$ cat src/verilog/cpc_mem_pkg.sv
// CPC memory request definitions
`default_nettype none

package cpc_mem_pkg;

	////////////////////////////////////////////////////////////
	// Address widths

	localparam int mem_addr_w = 23; // SDRAM byte address
	localparam int page_w     = 8;
	localparam int ofs_w      = 14; // 16 KB page

	// One SDRAM address word, seen flat or split up
	typedef union packed {
		logic [mem_addr_w-1:0] flat;
		struct packed {
			logic              rom;  // ROM area flag
			logic [page_w-1:0] page;
			logic [ofs_w-1:0]  ofs;
		} f;
	} mem_addr_u;

	////////////////////////////////////////////////////////////
	// ROM pages, ROM flag included

	localparam logic [page_w:0] mf2_page       = 9'h1ff; // Multiface ROM
	localparam logic [page_w:0] lower_rom_page = 9'h000;
	localparam logic [page_w:0] amsdos_page    = 9'h100;
	localparam logic [page_w:0] upper_rom_page = 9'h107;
	localparam logic [page_w:0] bad_ext_page   = 9'h1ee; // Unused, for bad extensions

	// FEE8 enables, FEEA disables
	localparam logic [13:0] io_mf2_ctrl = 14'h3fba;

	////////////////////////////////////////////////////////////
	// Shadow locations in the Multiface RAM

	localparam logic [12:0] shadow_pen_index = 13'h1fcf;
	localparam logic [12:0] shadow_border    = 13'h1fdf;
	localparam logic [12:0] shadow_mode      = 13'h1fef;
	localparam logic [12:0] shadow_banking   = 13'h1fff;
	localparam logic [12:0] shadow_crtc_sel  = 13'h1cff;
	localparam logic [12:0] shadow_crtc_base = 13'h1db0; // Plus register number
	localparam logic [12:0] shadow_ppi_ctrl  = 13'h17ff;
	localparam logic [12:0] shadow_upper_rom = 13'h1aac;
	localparam logic [12:0] shadow_pen_base  = 13'h1f90; // Plus pen number

endpackage

`default_nettype wire
$ cat src/verilog/mem_request_mux.sv
// SDRAM request combiner
`timescale 1ns/1ps
`default_nettype none

module mem_request_mux #(
	parameter int bank_w = 2
) (
	input  wire                          machine_reset,
	input  wire                          model,
	input  wire                          boot_we,
	input  wire  cpc_mem_pkg::mem_addr_u boot_addr,
	input  wire  [bank_w-1:0]            boot_bank,
	input  wire  [7:0]                   boot_din,
	input  wire  [255:0]                 rom_map,
	input  wire  [15:0]                  cpu_addr,
	input  wire  [7:0]                   cpu_dout,
	input  wire  cpc_mem_pkg::mem_addr_u mem_addr,
	input  wire                          mem_rd,
	input  wire                          mem_wr,
	input  wire                          mf2_rom_en,
	input  wire                          mf2_ram_en,
	input  wire  [1:0]                   mf2_mode,
	input  wire  [7:0]                   ram_dout,
	input  wire  [7:0]                   mf2_dout,
	output logic                         sdram_oe,
	output logic                         sdram_we,
	output logic [cpc_mem_pkg::mem_addr_w-1:0] sdram_addr,
	output logic [bank_w-1:0]            sdram_bank,
	output logic [7:0]                   sdram_din,
	output logic [7:0]                   cpu_din
);

	cpc_mem_pkg::mem_addr_u mf2_addr;
	logic                   mf2_page_off;
	logic                   rom_mask;

	// Multiface ROM overlay keeps the CPU offset
	always_comb begin
		mf2_addr.f.ofs = cpu_addr[13:0];
		{mf2_addr.f.rom, mf2_addr.f.page} = cpc_mem_pkg::mf2_page;
	end

	assign mf2_page_off = ({mem_addr.f.rom, mem_addr.f.page} == cpc_mem_pkg::mf2_page)
		& mf2_mode[1];

	// Unloaded ROM pages read as open bus
	assign rom_mask = mem_addr.f.rom & (~rom_map[mem_addr.f.page] | mf2_page_off);

	always_comb begin
		if (machine_reset) begin // Loader owns the SDRAM
			sdram_oe   = 1'b0;
			sdram_we   = boot_we;
			sdram_addr = boot_addr.flat;
			sdram_bank = boot_bank;
			sdram_din  = boot_din;
		end else begin
			sdram_oe   = mem_rd & ~mf2_ram_en & ~rom_mask;
			sdram_we   = mem_wr & ~mf2_ram_en & ~mf2_rom_en;
			sdram_addr = mf2_rom_en ? mf2_addr.flat : mem_addr.flat;
			sdram_bank = bank_w'(model);
			sdram_din  = cpu_dout;
		end
	end

	assign cpu_din = ram_dout & mf2_dout; // Idle sources drive all-ones

endmodule

`default_nettype wire

$ cat config.mk
export PLATFORM = sky130hd
export DESIGN_NAME = mem_request_mux
export DESIGN_NICKNAME = d
export VERILOG_FILES = /design/src/verilog/cpc_mem_pkg.sv /design/src/verilog/mem_request_mux.sv
export SDC_FILE = /design/constraint.sdc
export NUM_CORES = 1
export LEC_CHECK = 0
export ABC_CLOCK_PERIOD_IN_PS = 3700
export BUFFER_PORTS_ARGS = -buffer_cell sky130_fd_sc_hd__buf_2
export CORE_AREA = 2 2 157 159
export DETAILED_ROUTE_END_ITERATION = 6
export DIE_AREA = 0 0 159 161
export SYNTH_ARGS = -nofsm -noshare
export SYNTH_HDL_FRONTEND = slang
export SYNTH_SLANG_ARGS = --single-unit
$ cat constraint.sdc
create_clock -name vclk -period 3.7
set_clock_uncertainty 0.1 [all_clocks]
set_input_delay 0.74 -clock vclk [all_inputs]
set_output_delay 0.74 -clock vclk [all_outputs]
set_load 0.01 [all_outputs]
; Word level (Yosys, flattened, before mapping)
; Cells that the tools add are included.
[word_totals]
ff_bits = 0
input_bits = 361
output_inout_bits = 43
[classes]
magnitude_cmp = 1
eq_ne = 1
n_mux = 8
n_bitwise = 12
[ops]
columns = operator, count
row1 = $mux 23, 2
row2 = $eq 9x9->1 const B, 1
row3 = $lt 8x9->1 const B, 1
row4 = $and 8x8->8, 1
row5 = $bmux 1 s8, 1
row6 = $mux 8, 1
row7 = $and 1x1->1, 6
row8 = $not 1->1, 4
row9 = $mux 1, 3
row10 = $mux 2, 1
row11 = $or 1x1->1, 1

; Logic depth before layout (Yosys ltp)
[logic_depth]
ltp_word = 8
depth_mapped = 10
depth_no_buf = 6

; Worst setup path before layout
; No wires, ideal clock.
[synth_path]
kind = in2out
from = in mem_addr[14] (netlist bit)
to = out sdram_oe
arrival_time_ns = 2.341
required_ns = 2.860
setup_slack_ns = 0.519
stages = 7
cell_sequence = buf_6 buf_6 mux4_2 a2111oi_1 nor3_1 o31ai_1 o211ai_1
[synth_between]
elab_chain_len = 8
[synth_rtl]
columns = element, line
row1 = from (decl), mem_request_mux.sv:17  ; input wire cpc_mem_pkg::mem_addr_u mem_addr,
row2 = $bmux 1 s8, mem_request_mux.sv:47  ; assign rom_mask = mem_addr.f.rom & (~rom_map[mem_addr.f.page] | mf2_page_off);
row3 = $mux 1 (not written as such), mem_request_mux.sv:47
row4 = $not 1->1, mem_request_mux.sv:47
row5 = $or 1x1->1 *, mem_request_mux.sv:47
row6 = $and 1x1->1 *, mem_request_mux.sv:47
row7 = $not 1->1 *, mem_request_mux.sv:57  ; sdram_oe = mem_rd & ~mf2_ram_en & ~rom_mask;
row8 = $and 1x1->1 *, mem_request_mux.sv:57
row9 = $mux 1 *, mem_request_mux.sv:50  ; if (machine_reset) begin
row10 = to (decl), mem_request_mux.sv:25  ; output logic sdram_oe,
; Mark *: on every way between the ends. The rest lies on a longest branch, timed or not. The select of a mux whose other input is x is not followed.

; Worst setup path in the final report
; Ends and elaborated chain as after synthesis.

==> impl_summary.md <==
GRT
The total global-route track usage is 14.1%. The number of global-route vias before repair is 4489. The initial antenna violation count is 7. After global routing the overflow that remains totals 0. The first global-routing pass estimated 27000 µm of wire. Entering global routing, the biggest net connects 59 pins.

Yosys
Dividing the synthesized area by the synthesized cell count gives 9.90 µm². The number of warning messages in the yosys log is 0. Of the synthesized area, sequential elements account for 0%. In the synthesized netlist, the number of instances is 295. The total nets after synthesis is 656.

Synthesis instantiated 47 different standard cells from the library. The mapped netlist covers 2920 µm².

Placement
The total instance count after detailed placement is 1022. The routability congestion estimate from global placement is 0.833. In this run the cell area measured after placement is 5360 µm². The final HPWL from detailed placement is 17300 µm. The number of I/O port buffers is 401.

Route
The count of vias placed by the detailed router is 4296. After detailed routing, the met3 layer carries 1230 µm of wire. In the final routed layout, each cell accounts on average for 19.0 µm.

The remaining routing DRC violations is 0. The detailed router finished its first iteration with 100 violations. The detailed router put a total of 7740 µm of wire on met1. The length of routed met2 wiring is 10300 µm. The highest metal layer with signal wires is met5.

For this block, the routed nets add up to 19500 µm of wire. The number of antenna-violating nets in the routed design is 0. The pre-antenna-repair detailed-routing pass consisted of 4 iterations. Using the TritonRoute via totals, the vias-per-cell ratio works out to 4.20.

Power and ir drop
The worst vdd rail ir drop is 0.0435 mV. The power density normalized to cell area is 113 nW/µm². The cell leakage power is 2.74 nW.

Timing
The final-report max-slew violation count was 0. The number of endpoints failing setup at the final stage is 0. The number of endpoints with negative hold slack in the final report is 0. Of the available clock period, the critical path in the final layout requires 97.2%. The achievable clock frequency is 0.278 GHz.

The worst-margin pin slew is 670 ps. The tightest hold margin is 1660 ps. Measured against its own limit, the worst slew margin works out to 55.4%. The shortest clock period the worst path allows after layout is 3590 ps.

Floorplanning
In this run the count of I/O pins placed on the die edge is 404. The die width is 159 µm. The initial utilization of the core area, before any placement, comes to 12.2%. The number of placement rows is 57.

The total area inside the core boundary comes to 24000 µm². The overall die area is 25600 µm². The die boundary height is 161 µm.

Finish
Cells with a size suffix above 1 make up 71.8% of the layout. The area growth from synthesis to layout is 86.1%. Once layout is done, the placed cells without fillers occupy 5440 µm². Summing all flip-flop and latch instances after layout gives 0 µm². After the last flow step, the layout net total stands at 1061. Excluding fillers, the count of instances in the completed layout stands at 1024. The filler cells instantiated in the layout total 2685.

The library cells used most frequently in the layout, excluding fill and tap cells, are sky130_fd_sc_hd__buf_2 (399), sky130_fd_sc_hd__nand2_1 (47), sky130_fd_sc_hd__mux4_2 (44). Leaving out fill and tap cells, the most frequent cell in the layout is sky130_fd_sc_hd__buf_2. The number of clock buffers in the layout is 0. The flip-flop and latch count is 0.

Outcome
The run finished with clean final reports.

Setup path
Data arrives at the worst endpoint at 2750 ps. The required time of the worst setup path is 2860 ps. Of all nets on the critical path, the largest fanout is 13. The kind of start point of the critical path is an input port.

STA classifies the critical path endpoint as an output port. The critical path is of the in2out type.

Run
Across the run, the number of max-cap violations was 0.

Min path
The type of the most critical hold path is in2out.

Clock network
Buffers inserted to repair hold after CTS numbered 0.
## synthesized netlist by cell type (all sizes together), types with 2 or more instances
library cell	number	area, µm²
o21ai	25	125
o2111ai	2	17.5
a211o	2	17.5
nand2	47	176
buf	16	156
a21oi	6	30.0
or2b	3	23.8
o22ai	2	12.5
mux4	58	1360
and3	2	13.8
o22a	2	17.5
a22oi	17	133
mux2i	26	260
nand3	3	15.0
inv	4	15.0
nor2b	3	18.8
nor3	4	20.0
nand4	3	18.8
a2111oi	3	33.8
nor2	15	56.3
and2	10	62.6
mux2	11	124
clkbuf	17	104
o31ai	3	22.5
## power by group
part / internal, mW / switching, mW / total (mW)
Sequential: 0 / 0 / 0
Clock: 0.0000000724 / 0 / 0.0000000724
Combinational: 0.345 / 0.267 / 0.612
## final timing paths
check	start	to	slack, ps	cells past startpoint
worst max-delay path	mem_addr[14]	sdram_oe	110	9
worst min-delay path	mf2_dout[1]	cpu_din[1]	1660	3
## worst max-delay path: stages
cell,delay (ps)
sky130_fd_sc_hd__buf_8,150
sky130_fd_sc_hd__mux4_1,570
sky130_fd_sc_hd__a22oi_1,230
sky130_fd_sc_hd__nand2_1,130
sky130_fd_sc_hd__a2111oi_2,370
sky130_fd_sc_hd__buf_4,180
sky130_fd_sc_hd__a211o_1,110
sky130_fd_sc_hd__o211ai_1,110
sky130_fd_sc_hd__buf_2,160
## metal layers
layer / up-vias / track usage [%]
met5: - / 0
li1: 2028 / -
met1: 1993 / 16.3
met2: 247 / 28.1
met4: 10 / 1.28
met3: 18 / 2.18
## kinds of logic (layout without fill, tap and decap cells)
group / Yosys count / count (layout) / share of synthesized area, %
muxes: 95 / 95 / 59.7
and+or+nand+nor: 94 / 94 / 14.9
AOI/OAI and AO/OA: 69 / 69 / 16.0
buffers and inverters: 37 / 440 / 9.42
other: 0 / 2 / 0
## stage by stage
step	power [mW]	TNS (ps)	setup slack (ps)	util, %
2_1_floorplan	0.294	0	519	-
3_3_place_gp	0.609	-131	-131	22.4
3_5_place_dp	0.617	-116	-116	22.4
4_1_cts	0.622	0	14.1	22.5
5_1_grt	0.667	-8.09	-8.09	22.7
6_report	0.612	0	105	22.7
## repair_timing
action | 4_1_cts | 5_1_grt
pin swaps | 0 | 0
endpoints found under the setup margin | 1 | 1
setup buffers | 0 | 0
resized for setup | 6 | 11
## final cells by class
type,instances,area [µm²],share of cell area [%]
Inverter,4,15.0,0.276
Tap cell,324,405,7.46
Timing Repair Buffer,436,2340,43.0
Multi-Input combinational cell,258,2670,49.2
Antenna cell,2,5.00,0.0921
No activity file was read; power rests on OpenSTA's default activity.
