==> src/verilog/cpc_mem_pkg.sv <==
// CPC memory request definitions
`default_nettype none

package cpc_mem_pkg;

	////////////////////////////////////////////////////////////
	// Address widths

	localparam int mem_addr_w = 23; // SDRAM byte address
	localparam int page_w     = 8;
	localparam int ofs_w      = 14; // 16 KB page

	// One SDRAM address word, seen flat or split up
	typedef union packed {
		logic [mem_addr_w-1:0] flat;
		struct packed {
			logic              rom;  // ROM area flag
			logic [page_w-1:0] page;
			logic [ofs_w-1:0]  ofs;
		} f;
	} mem_addr_u;

	////////////////////////////////////////////////////////////
	// ROM pages, ROM flag included

	localparam logic [page_w:0] mf2_page       = 9'h1ff; // Multiface ROM
	localparam logic [page_w:0] lower_rom_page = 9'h000;
	localparam logic [page_w:0] amsdos_page    = 9'h100;
	localparam logic [page_w:0] upper_rom_page = 9'h107;
	localparam logic [page_w:0] bad_ext_page   = 9'h1ee; // Unused, for bad extensions

	// FEE8 enables, FEEA disables
	localparam logic [13:0] io_mf2_ctrl = 14'h3fba;

	////////////////////////////////////////////////////////////
	// Shadow locations in the Multiface RAM

	localparam logic [12:0] shadow_pen_index = 13'h1fcf;
	localparam logic [12:0] shadow_border    = 13'h1fdf;
	localparam logic [12:0] shadow_mode      = 13'h1fef;
	localparam logic [12:0] shadow_banking   = 13'h1fff;
	localparam logic [12:0] shadow_crtc_sel  = 13'h1cff;
	localparam logic [12:0] shadow_crtc_base = 13'h1db0; // Plus register number
	localparam logic [12:0] shadow_ppi_ctrl  = 13'h17ff;
	localparam logic [12:0] shadow_upper_rom = 13'h1aac;
	localparam logic [12:0] shadow_pen_base  = 13'h1f90; // Plus pen number

endpackage

`default_nettype wire
==> src/verilog/boot_loader.sv <==
// ROM download mapper
`timescale 1ns/1ps
`default_nettype none

module boot_loader #(
	parameter int bank_w = 2
) (
	input  wire                     clk_sys,
	input  wire                     reset,
	input  wire                     ioctl_download,
	input  wire  [7:0]              ioctl_index,
	input  wire                     ioctl_wr,
	input  wire  [24:0]             ioctl_addr,
	input  wire  [7:0]              ioctl_dout,
	input  wire  [15:0]             ioctl_file_ext,
	input  wire                     model,
	output logic                    boot_we,
	output cpc_mem_pkg::mem_addr_u  boot_addr,
	output logic [bank_w-1:0]       boot_bank,
	output logic [7:0]              boot_din,
	output logic [255:0]            rom_map,
	output logic                    loading
);

	// Hex character to nibble, top bit flags a valid digit
	function automatic logic [4:0] hex_digit(input logic [7:0] c);
		logic [4:0] d;
		d = 5'd0;
		if (c >= "0" && c <= "9")
			d = {1'b1, c[3:0]};
		else if (c >= "A" && c <= "F")
			d = {1'b1, c[3:0] + 4'd9};
		return d;
	endfunction

	logic       rom_download;
	logic       ext_download;
	logic       old_download;
	logic       old_wr;
	logic [8:0] page;       // Expansion base page, ROM flag on top
	logic       combo;
	logic [4:0] ext_hi;
	logic [4:0] ext_lo;
	logic [8:0] ext_page;
	logic       ext_combo;
	logic       map_ok;     // Segment has a target page

	assign rom_download = ioctl_download && (ioctl_index == 8'd0);
	assign ext_download = ioctl_download && (ioctl_index == 8'd3);
	assign loading      = rom_download | ext_download;

	////////////////////////////////////////////////////////////
	// Page from the two character extension

	always_comb begin
		ext_hi    = hex_digit(ioctl_file_ext[15:8]);
		ext_lo    = hex_digit(ioctl_file_ext[7:0]);
		ext_page  = cpc_mem_pkg::bad_ext_page;
		ext_combo = 1'b0;
		if (ext_hi[4])
			ext_page[7:4] = ext_hi[3:0];
		if (ext_lo[4])
			ext_page[3:0] = ext_lo[3:0];
		if (ioctl_file_ext == "ZZ")
			ext_page = '0;
		if (ioctl_file_ext == "Z0") begin
			ext_page  = '0;
			ext_combo = 1'b1; // Second part goes to the MF2 page
		end
	end

	////////////////////////////////////////////////////////////
	// Download address mapping

	always_comb begin
		boot_din       = ioctl_dout;
		boot_addr.f.ofs = ioctl_addr[13:0];
		{boot_addr.f.rom, boot_addr.f.page} = cpc_mem_pkg::mf2_page;
		boot_bank      = '0;
		map_ok         = 1'b1;

		if (ext_download) begin
			boot_addr.f.rom  = page[8];
			boot_addr.f.page = page[7:0] + ioctl_addr[21:14];
			boot_bank        = bank_w'(model);
		end else begin
			boot_bank = bank_w'(ioctl_addr[16]); // Segments 4-7 in bank 1
			case (ioctl_addr[24:14])
				11'd0, 11'd4: {boot_addr.f.rom, boot_addr.f.page} = cpc_mem_pkg::lower_rom_page;
				11'd1, 11'd5: {boot_addr.f.rom, boot_addr.f.page} = cpc_mem_pkg::amsdos_page;
				11'd2, 11'd6: {boot_addr.f.rom, boot_addr.f.page} = cpc_mem_pkg::upper_rom_page;
				11'd3, 11'd7: {boot_addr.f.rom, boot_addr.f.page} = cpc_mem_pkg::mf2_page;
				default:      map_ok = 1'b0;
			endcase
		end

		boot_we = loading & ioctl_wr & map_ok;
	end

	always_ff @(posedge clk_sys) begin
		if (reset) begin
			old_download <= 1'b0;
			old_wr       <= 1'b0;
			page         <= cpc_mem_pkg::bad_ext_page;
			combo        <= 1'b0;
			rom_map      <= '0;
		end else begin
			old_download <= ioctl_download;
			old_wr       <= ioctl_wr;

			if (~old_download & ext_download) begin
				page  <= ext_page;
				combo <= ext_combo;
			end else if (loading & map_ok & old_wr & ~ioctl_wr) begin
				// Byte done, mark its page as present
				if (boot_addr.f.rom)
					rom_map[boot_addr.f.page] <= 1'b1;
				if (combo & (&boot_addr.f.ofs)) begin
					combo <= 1'b0;
					page  <= cpc_mem_pkg::mf2_page;
				end
			end
		end
	end

endmodule

`default_nettype wire

==> config.mk <==
export PLATFORM = sky130hd
export DESIGN_NAME = boot_loader
export DESIGN_NICKNAME = d
export VERILOG_FILES = /design/src/verilog/cpc_mem_pkg.sv /design/src/verilog/boot_loader.sv
export SDC_FILE = /design/constraint.sdc
export NUM_CORES = 1
export LEC_CHECK = 0
export BUFFER_PORTS_ARGS = -buffer_cell sky130_fd_sc_hd__buf_2
export CORE_ASPECT_RATIO = 1.2
export CORE_UTILIZATION = 25
export DETAILED_ROUTE_END_ITERATION = 8
export GPL_TIMING_DRIVEN = 0
export PLACE_DENSITY = 0.45
export SYNTH_ARGS = -nofsm -noshare
export SYNTH_HDL_FRONTEND = slang
export SYNTH_SLANG_ARGS = --single-unit
export TNS_END_PERCENT = 10
==> constraint.sdc <==
create_clock -name clk_sys -period 3.3 [get_ports clk_sys]
set_input_delay 0.495 -clock clk_sys [delete_from_list [all_inputs] [get_ports clk_sys]]
set_output_delay 0.495 -clock clk_sys [all_outputs]
set_load 0.02 [all_outputs]
# Word level (Yosys, flattened, before mapping)
# Index checks and enable logic that the tools add are counted.
totals:
  reg_bits: 268
  in_bits: 62
  elab_cells: 80
op_classes:
  n_addsub: 3
  magnitude_cmp: 10
  eq_ne: 10
  n_mux: 22
  bitwise: 12
  reduce_logical: 18
ops:
  columns: ["cell", "count"]
  rows:
  - ["256-bit bitwise OR", 1]
  - ["9-bit 2-to-1 mux", 6]
  - ["11-bit by 3-bit == test with 1-bit output (second input constant)", 4]
  - ["16-bit by 15-bit == test with 1-bit output (second input constant)", 2]
  - ["9-bit case mux with 3 select lines", 1]
  - ["11-bit by 2-bit == test with 1-bit output (second input constant)", 2]
  - ["5-bit 2-to-1 mux", 4]
  - ["8-bit by 6-bit greater-or-equal comparator with 1-bit output (second input constant)", 2]
  - ["8-bit by 7-bit greater-or-equal comparator with 1-bit output (second input constant)", 2]
  - ["8-bit by 6-bit <= comparator with 1-bit output (second input constant)", 2]
  - ["8-bit by 7-bit <= comparator with 1-bit output (second input constant)", 2]
  - ["14-bit AND reduction", 1]
  - ["11-bit by 1-bit == test with 1-bit output (second input constant)", 1]
  - ["11-bit logical NOT", 1]
  - ["8-bit by 9-bit less-than comparator with 1-bit output (second input constant)", 1]
  - ["4-bit adder (second input constant)", 2]
  - ["8-bit adder", 1]
  - ["1-bit demux with 8-bit select", 1]
  - ["8-bit by 2-bit == test with 1-bit output (second input constant)", 1]
  - ["8-bit by 1-bit greater-or-equal comparator with 1-bit output (second input constant)", 1]
  - ["8-bit logical NOT", 1]
  - ["1-bit 2-to-1 mux", 8]
  - ["4-bit 2-to-1 mux", 2]
  - ["8-bit OR reduction", 1]
  - ["8 further kinds", 25]

# Depth between registers and ports, before layout
logic_depth:
  ltp_word: 9
  mapped_depth: 11
  depth_no_buf: 9

# Worst setup path before layout
# Ideal clock, no wire load.
synth_path:
  kind: "input port to flip-flop"
  start: "in ioctl_addr[14]"
  end: "reg rom_map[120]"
  arrival_ns: 2.854
  required_ns: 3.229
  path_slack_ns: 0.375
  cell_stages: 11
  path_buffers: 2
  path_cell_list: "ha_1 inv_1 fa_1 nor2b_1 o22a_1 xor2_1 nand2_1 or4_1 clkbuf_2 buf_4 o2bb2ai_1"
synth_via:
  elab_chain_len: 9
synth_rtl:
  columns: ["element", "line", "rtl"]
  rows:
  - ["start, declared", "boot_loader.sv:13", "input wire [24:0] ioctl_addr,"]
  - ["11-bit by 2-bit == test with 1-bit output, or another cell as far along", "boot_loader.sv:88", "case (ioctl_addr[24:14])"]
  - ["2-bit OR reduction", "boot_loader.sv:88", null]
  - ["9-bit case mux with 3 select lines", "boot_loader.sv:88", null]
  - ["9-bit 2-to-1 mux", "boot_loader.sv:82", "if (ext_download) begin"]
  - ["8-bit by 9-bit less-than comparator with 1-bit output (implied by the code) / 8-bit by 1-bit greater-or-equal comparator with 1-bit output (equally long branches)", "boot_loader.sv:117", "rom_map[boot_addr.f.page] <= 1'b1;"]
  - ["1-bit logical AND (implied by the code)", "boot_loader.sv:117", null]
  - ["1-bit 2-to-1 mux (implied by the code)", "boot_loader.sv:117", null]
  - ["1-bit demux with 8-bit select", "boot_loader.sv:117", null]
  - ["256-bit bitwise OR (no line)", null, null]
  - ["end signal, assigned", "boot_loader.sv:106", "rom_map <= '0;"]
  - ["end signal, assigned by index", "boot_loader.sv:117", null]
  - ["end, declared", "boot_loader.sv:21", "output logic [255:0] rom_map,"]
# Several ways; a longest one is shown, not always the timed one.
# A chain may end at the register's enable or synchronous reset.

==> flow_metrics.tcl <==
set metrics [dict create \
    status "finished, final reports clean" \
    syn_to_final_growth_pct 36.0 \
    timing.hold.ws_ns 0.183 \
    die_y_um 221 \
    grt_pass1_vias 8883 \
    ys_types 65 \
    final_nets 1380 \
    grt_max_degree 16 \
    crit_type "reg -> out" \
    hpwl_mm 30.7 \
    cts_buffers 29 \
    grt_pass1_wl_mm 59.0 \
    finalInstanceArea_mm2 0.0135 \
    initial_utilization_pct 25.5 \
    relSlewSlack_pct 39.2 \
    critPathCaptureType "output port" \
    postSynthAreaPerCell_um2 10.8 \
    fp-row-count 79 \
    synthFlopType "dfxtp_1" \
    ios 353 \
    final_common_cell "buf_2" \
    gp_congestion 0.829 \
    clkLatencyLatePin_ns 0.58 \
    h-tree-depth 1 \
    synth_nets 1004 \
    required_ns 2.80 \
    drtIter0Drc 421 \
    rsz0062_at_grt "yes" \
    clockBufferDepth 3 \
    power.switching_mw 1.63 \
    setup_violations 0 \
    cap_violations 0 \
    p_leak_nw 5.59 \
    power_density_mw_per_mm2 526 \
    cts_tree "yes" \
    pwr-share-clk_pct 49.9 \
    critical_path_peak_fanout 9 \
    antenna_found_initial 0 \
    rr_worst_depth 8 \
    internal_power_mw 5.49 \
    antenna_left 0 \
    hp-start "ioctl_download" \
    vias 8977 \
    ys_seq_elements 268 \
    place_area_mm2 0.0123 \
    overflow 0 \
    swShare_pct 22.8 \
    reg2reg_setup_slack_ns 0.06 \
    min_path_cells 2 \
    timing.rr.end "rom_map[236]$_SDFFE_PP0P_" \
    irDropWorstVdd_mv 0.407 \
    coreArea_mm2 0.0390 \
    num_antenna_cells 0 \
    startpoint_type "flip-flop" \
    drtPass1Iterations 5 \
    arrival_ns 2.76 \
    port_buffers 342 \
    root_buffer "clkbuf_16" \
    die_x_um 184 \
    fillers 4033 \
    grt_usage_pct 19.8 \
    min_period_ns 3.25 \
    drv_slew 0 \
    pwr-share-comb_pct 4.6 \
    netlist_instances 924 \
    holdBufCountCts 0 \
    wire_per_inst_um 22.3 \
    finalHoldViolCount 0 \
    rr_startpoint "page[2]$_SDFFE_PP1P_" \
    hp-class "in -> reg" \
    skew_ns 0.0241 \
    syn_area_mm2 0.00995 \
    drive_gt1_share_pct 36.0 \
    via_per_inst 4.86 \
    async_reset_ff_share_pct 0 \
    die-area_mm2 0.0406 \
    seqPwrFrac_pct 45.5 \
    min_to "old_download$_SDFF_PP0_" \
    drc_errors 0 \
    tightest_slew_ns 0.912 \
    wl_mm 41.1 \
    fmax_mhz 307 \
    clk_pin_slew_worst_paths_ns 0.06 \
    finalCritPeriodShare_pct 98.6 \
    cp-startpoint "page[2]$_SDFFE_PP1P_" \
    synth_edf_count 0 \
    cts.sinks 268 \
    yosysWarnings 0 \
    layout_common_cells "buf_2, dfxtp_1, o2bb2ai_1" \
    yosysSeqAreaShare_pct 53.9 \
]
-- metal layers --
metal	GRT usage, %	up-vias	wire, um
met5	0	-	0
met4	8.28	0	1620
met3	5.05	76	3190
met2	33.5	369	19500
met1	23.7	4280	16800
li1	-	4252	-
-- worst max-delay path by stage --
| stage | to | slack (ns) | depth (start not counted) |
|---|---|---|---|
| 2_1_floorplan | rom_map[120]$_SDFFE_PP0P_ | 0.37 | 11 |
| 3_3_place_gp | rom_map[70]$_SDFFE_PP0P_ | -0.58 | 9 |
| 6_report | boot_addr[17] | 0.05 | 7 |
| 5_1_grt | boot_addr[17] | -0.09 | 7 |
| 3_5_place_dp | rom_map[198]$_SDFFE_PP0P_ | -0.50 | 9 |
| 4_1_cts | boot_addr[18] | -0.002 | 9 |
-- critical path, stage by stage, from the launching register on --
cell     delay, ns
dfxtp_1       0.32
ha_1          0.31
or2_2         0.33
a21oi_1       0.40
nor3_4        0.11
nor2_1        0.31
inv_2         0.18
buf_2         0.22
-- power groups by stage --
stage	clock network (mW)	logic [mW]	registers [mW]
2_1_floorplan	0	0.185	3.31
3_3_place_gp	0	0.308	3.31
3_5_place_dp	0	0.308	3.31
4_1_cts	3.63	0.323	3.24
5_1_grt	3.75	0.362	3.24
6_report	3.55	0.330	3.24
-- cell families (layout without fill, tap and decap cells) --
kind of cell    after synthesis  after routing  synth area share [%]
compound gates              318            318                  27.1
mux                           1              1                 0.101
simple gates                206            206                  10.9
other cells                   1              1                0.0377
fa+ha+maj                    18             18                  2.34
flops                       268            268                  53.9
xor+xnor                      8              8                 0.704
buf+inv                     104            501                  4.92
-- stage by stage --
stage / total power, mW / setup slack, ns / std cells / util (%) / setup TNS [ns]
CTS: 7.19 / -0.00205 / 1845 / 34.5 / -0.00205
floorplan: 3.49 / 0.375 / 924 / - / 0
finish: 7.12 / 0.0458 / 1847 / 34.6 / 0
detailed placement: 3.62 / -0.499 / 1792 / 31.6 / -50.23
global placement: 3.62 / -0.583 / 1792 / 31.6 / -52.65
global route: 7.35 / -0.0906 / 1847 / 34.6 / -0.926
-- cells in the mapped netlist (3+ instances only) --
cell / count / area [um2]
or3_1: 5 / 31.3
a211oi_1: 4 / 30.0
xnor2_1: 3 / 26.3
nor2_1: 30 / 113
o21a_1: 6 / 45.0
a21oi_1: 7 / 35.0
xor2_1: 5 / 43.8
nor4_1: 7 / 43.8
nand2b_1: 5 / 31.3
nor3_1: 9 / 45.0
o31ai_1: 20 / 150
buf_4: 24 / 180
ha_1: 17 / 213
nand4b_1: 3 / 26.3
or2_2: 7 / 43.8
nand3_1: 27 / 135
inv_1: 11 / 41.3
buf_2: 6 / 30.0
o221ai_1: 4 / 35.0
nand4_1: 13 / 81.3
a21o_1: 5 / 37.5
nand3b_1: 3 / 22.5
o2bb2ai_1: 235 / 2060
dfxtp_1: 268 / 5370
clkbuf_1: 60 / 225
nor2b_1: 7 / 43.8
nand2_1: 65 / 244
or4_1: 6 / 45.0
o21ai_0: 12 / 60.1
a2bb2oi_1: 6 / 52.6
-- state kept, by name, summed over array words and instances, names as in the netlist --
name / flops
combo: 1
rom_map: 256
page: 9
old_wr: 1
old_download: 1
-- area by class of cell --
cell class | instances | area [um2] | area share (%)
multi-input combinational | 552 | 4220 | 31.2
buffer | 91 | 455 | 3.37
inverter | 13 | 48.8 | 0.361
clock buffer | 36 | 812 | 6.00
sequential | 268 | 5370 | 39.7
clock inverter | 16 | 233 | 1.72
tap | 526 | 658 | 4.86
timing repair buffer | 345 | 1740 | 12.8
-- what timing repair did --
item                       in CTS  in global routing
gates resized for setup        17                 23
setup endpoints to repair      89                129
buffers inserted                1                  2
pin swaps                       0                  1
(Power assumes the default switching activity.)
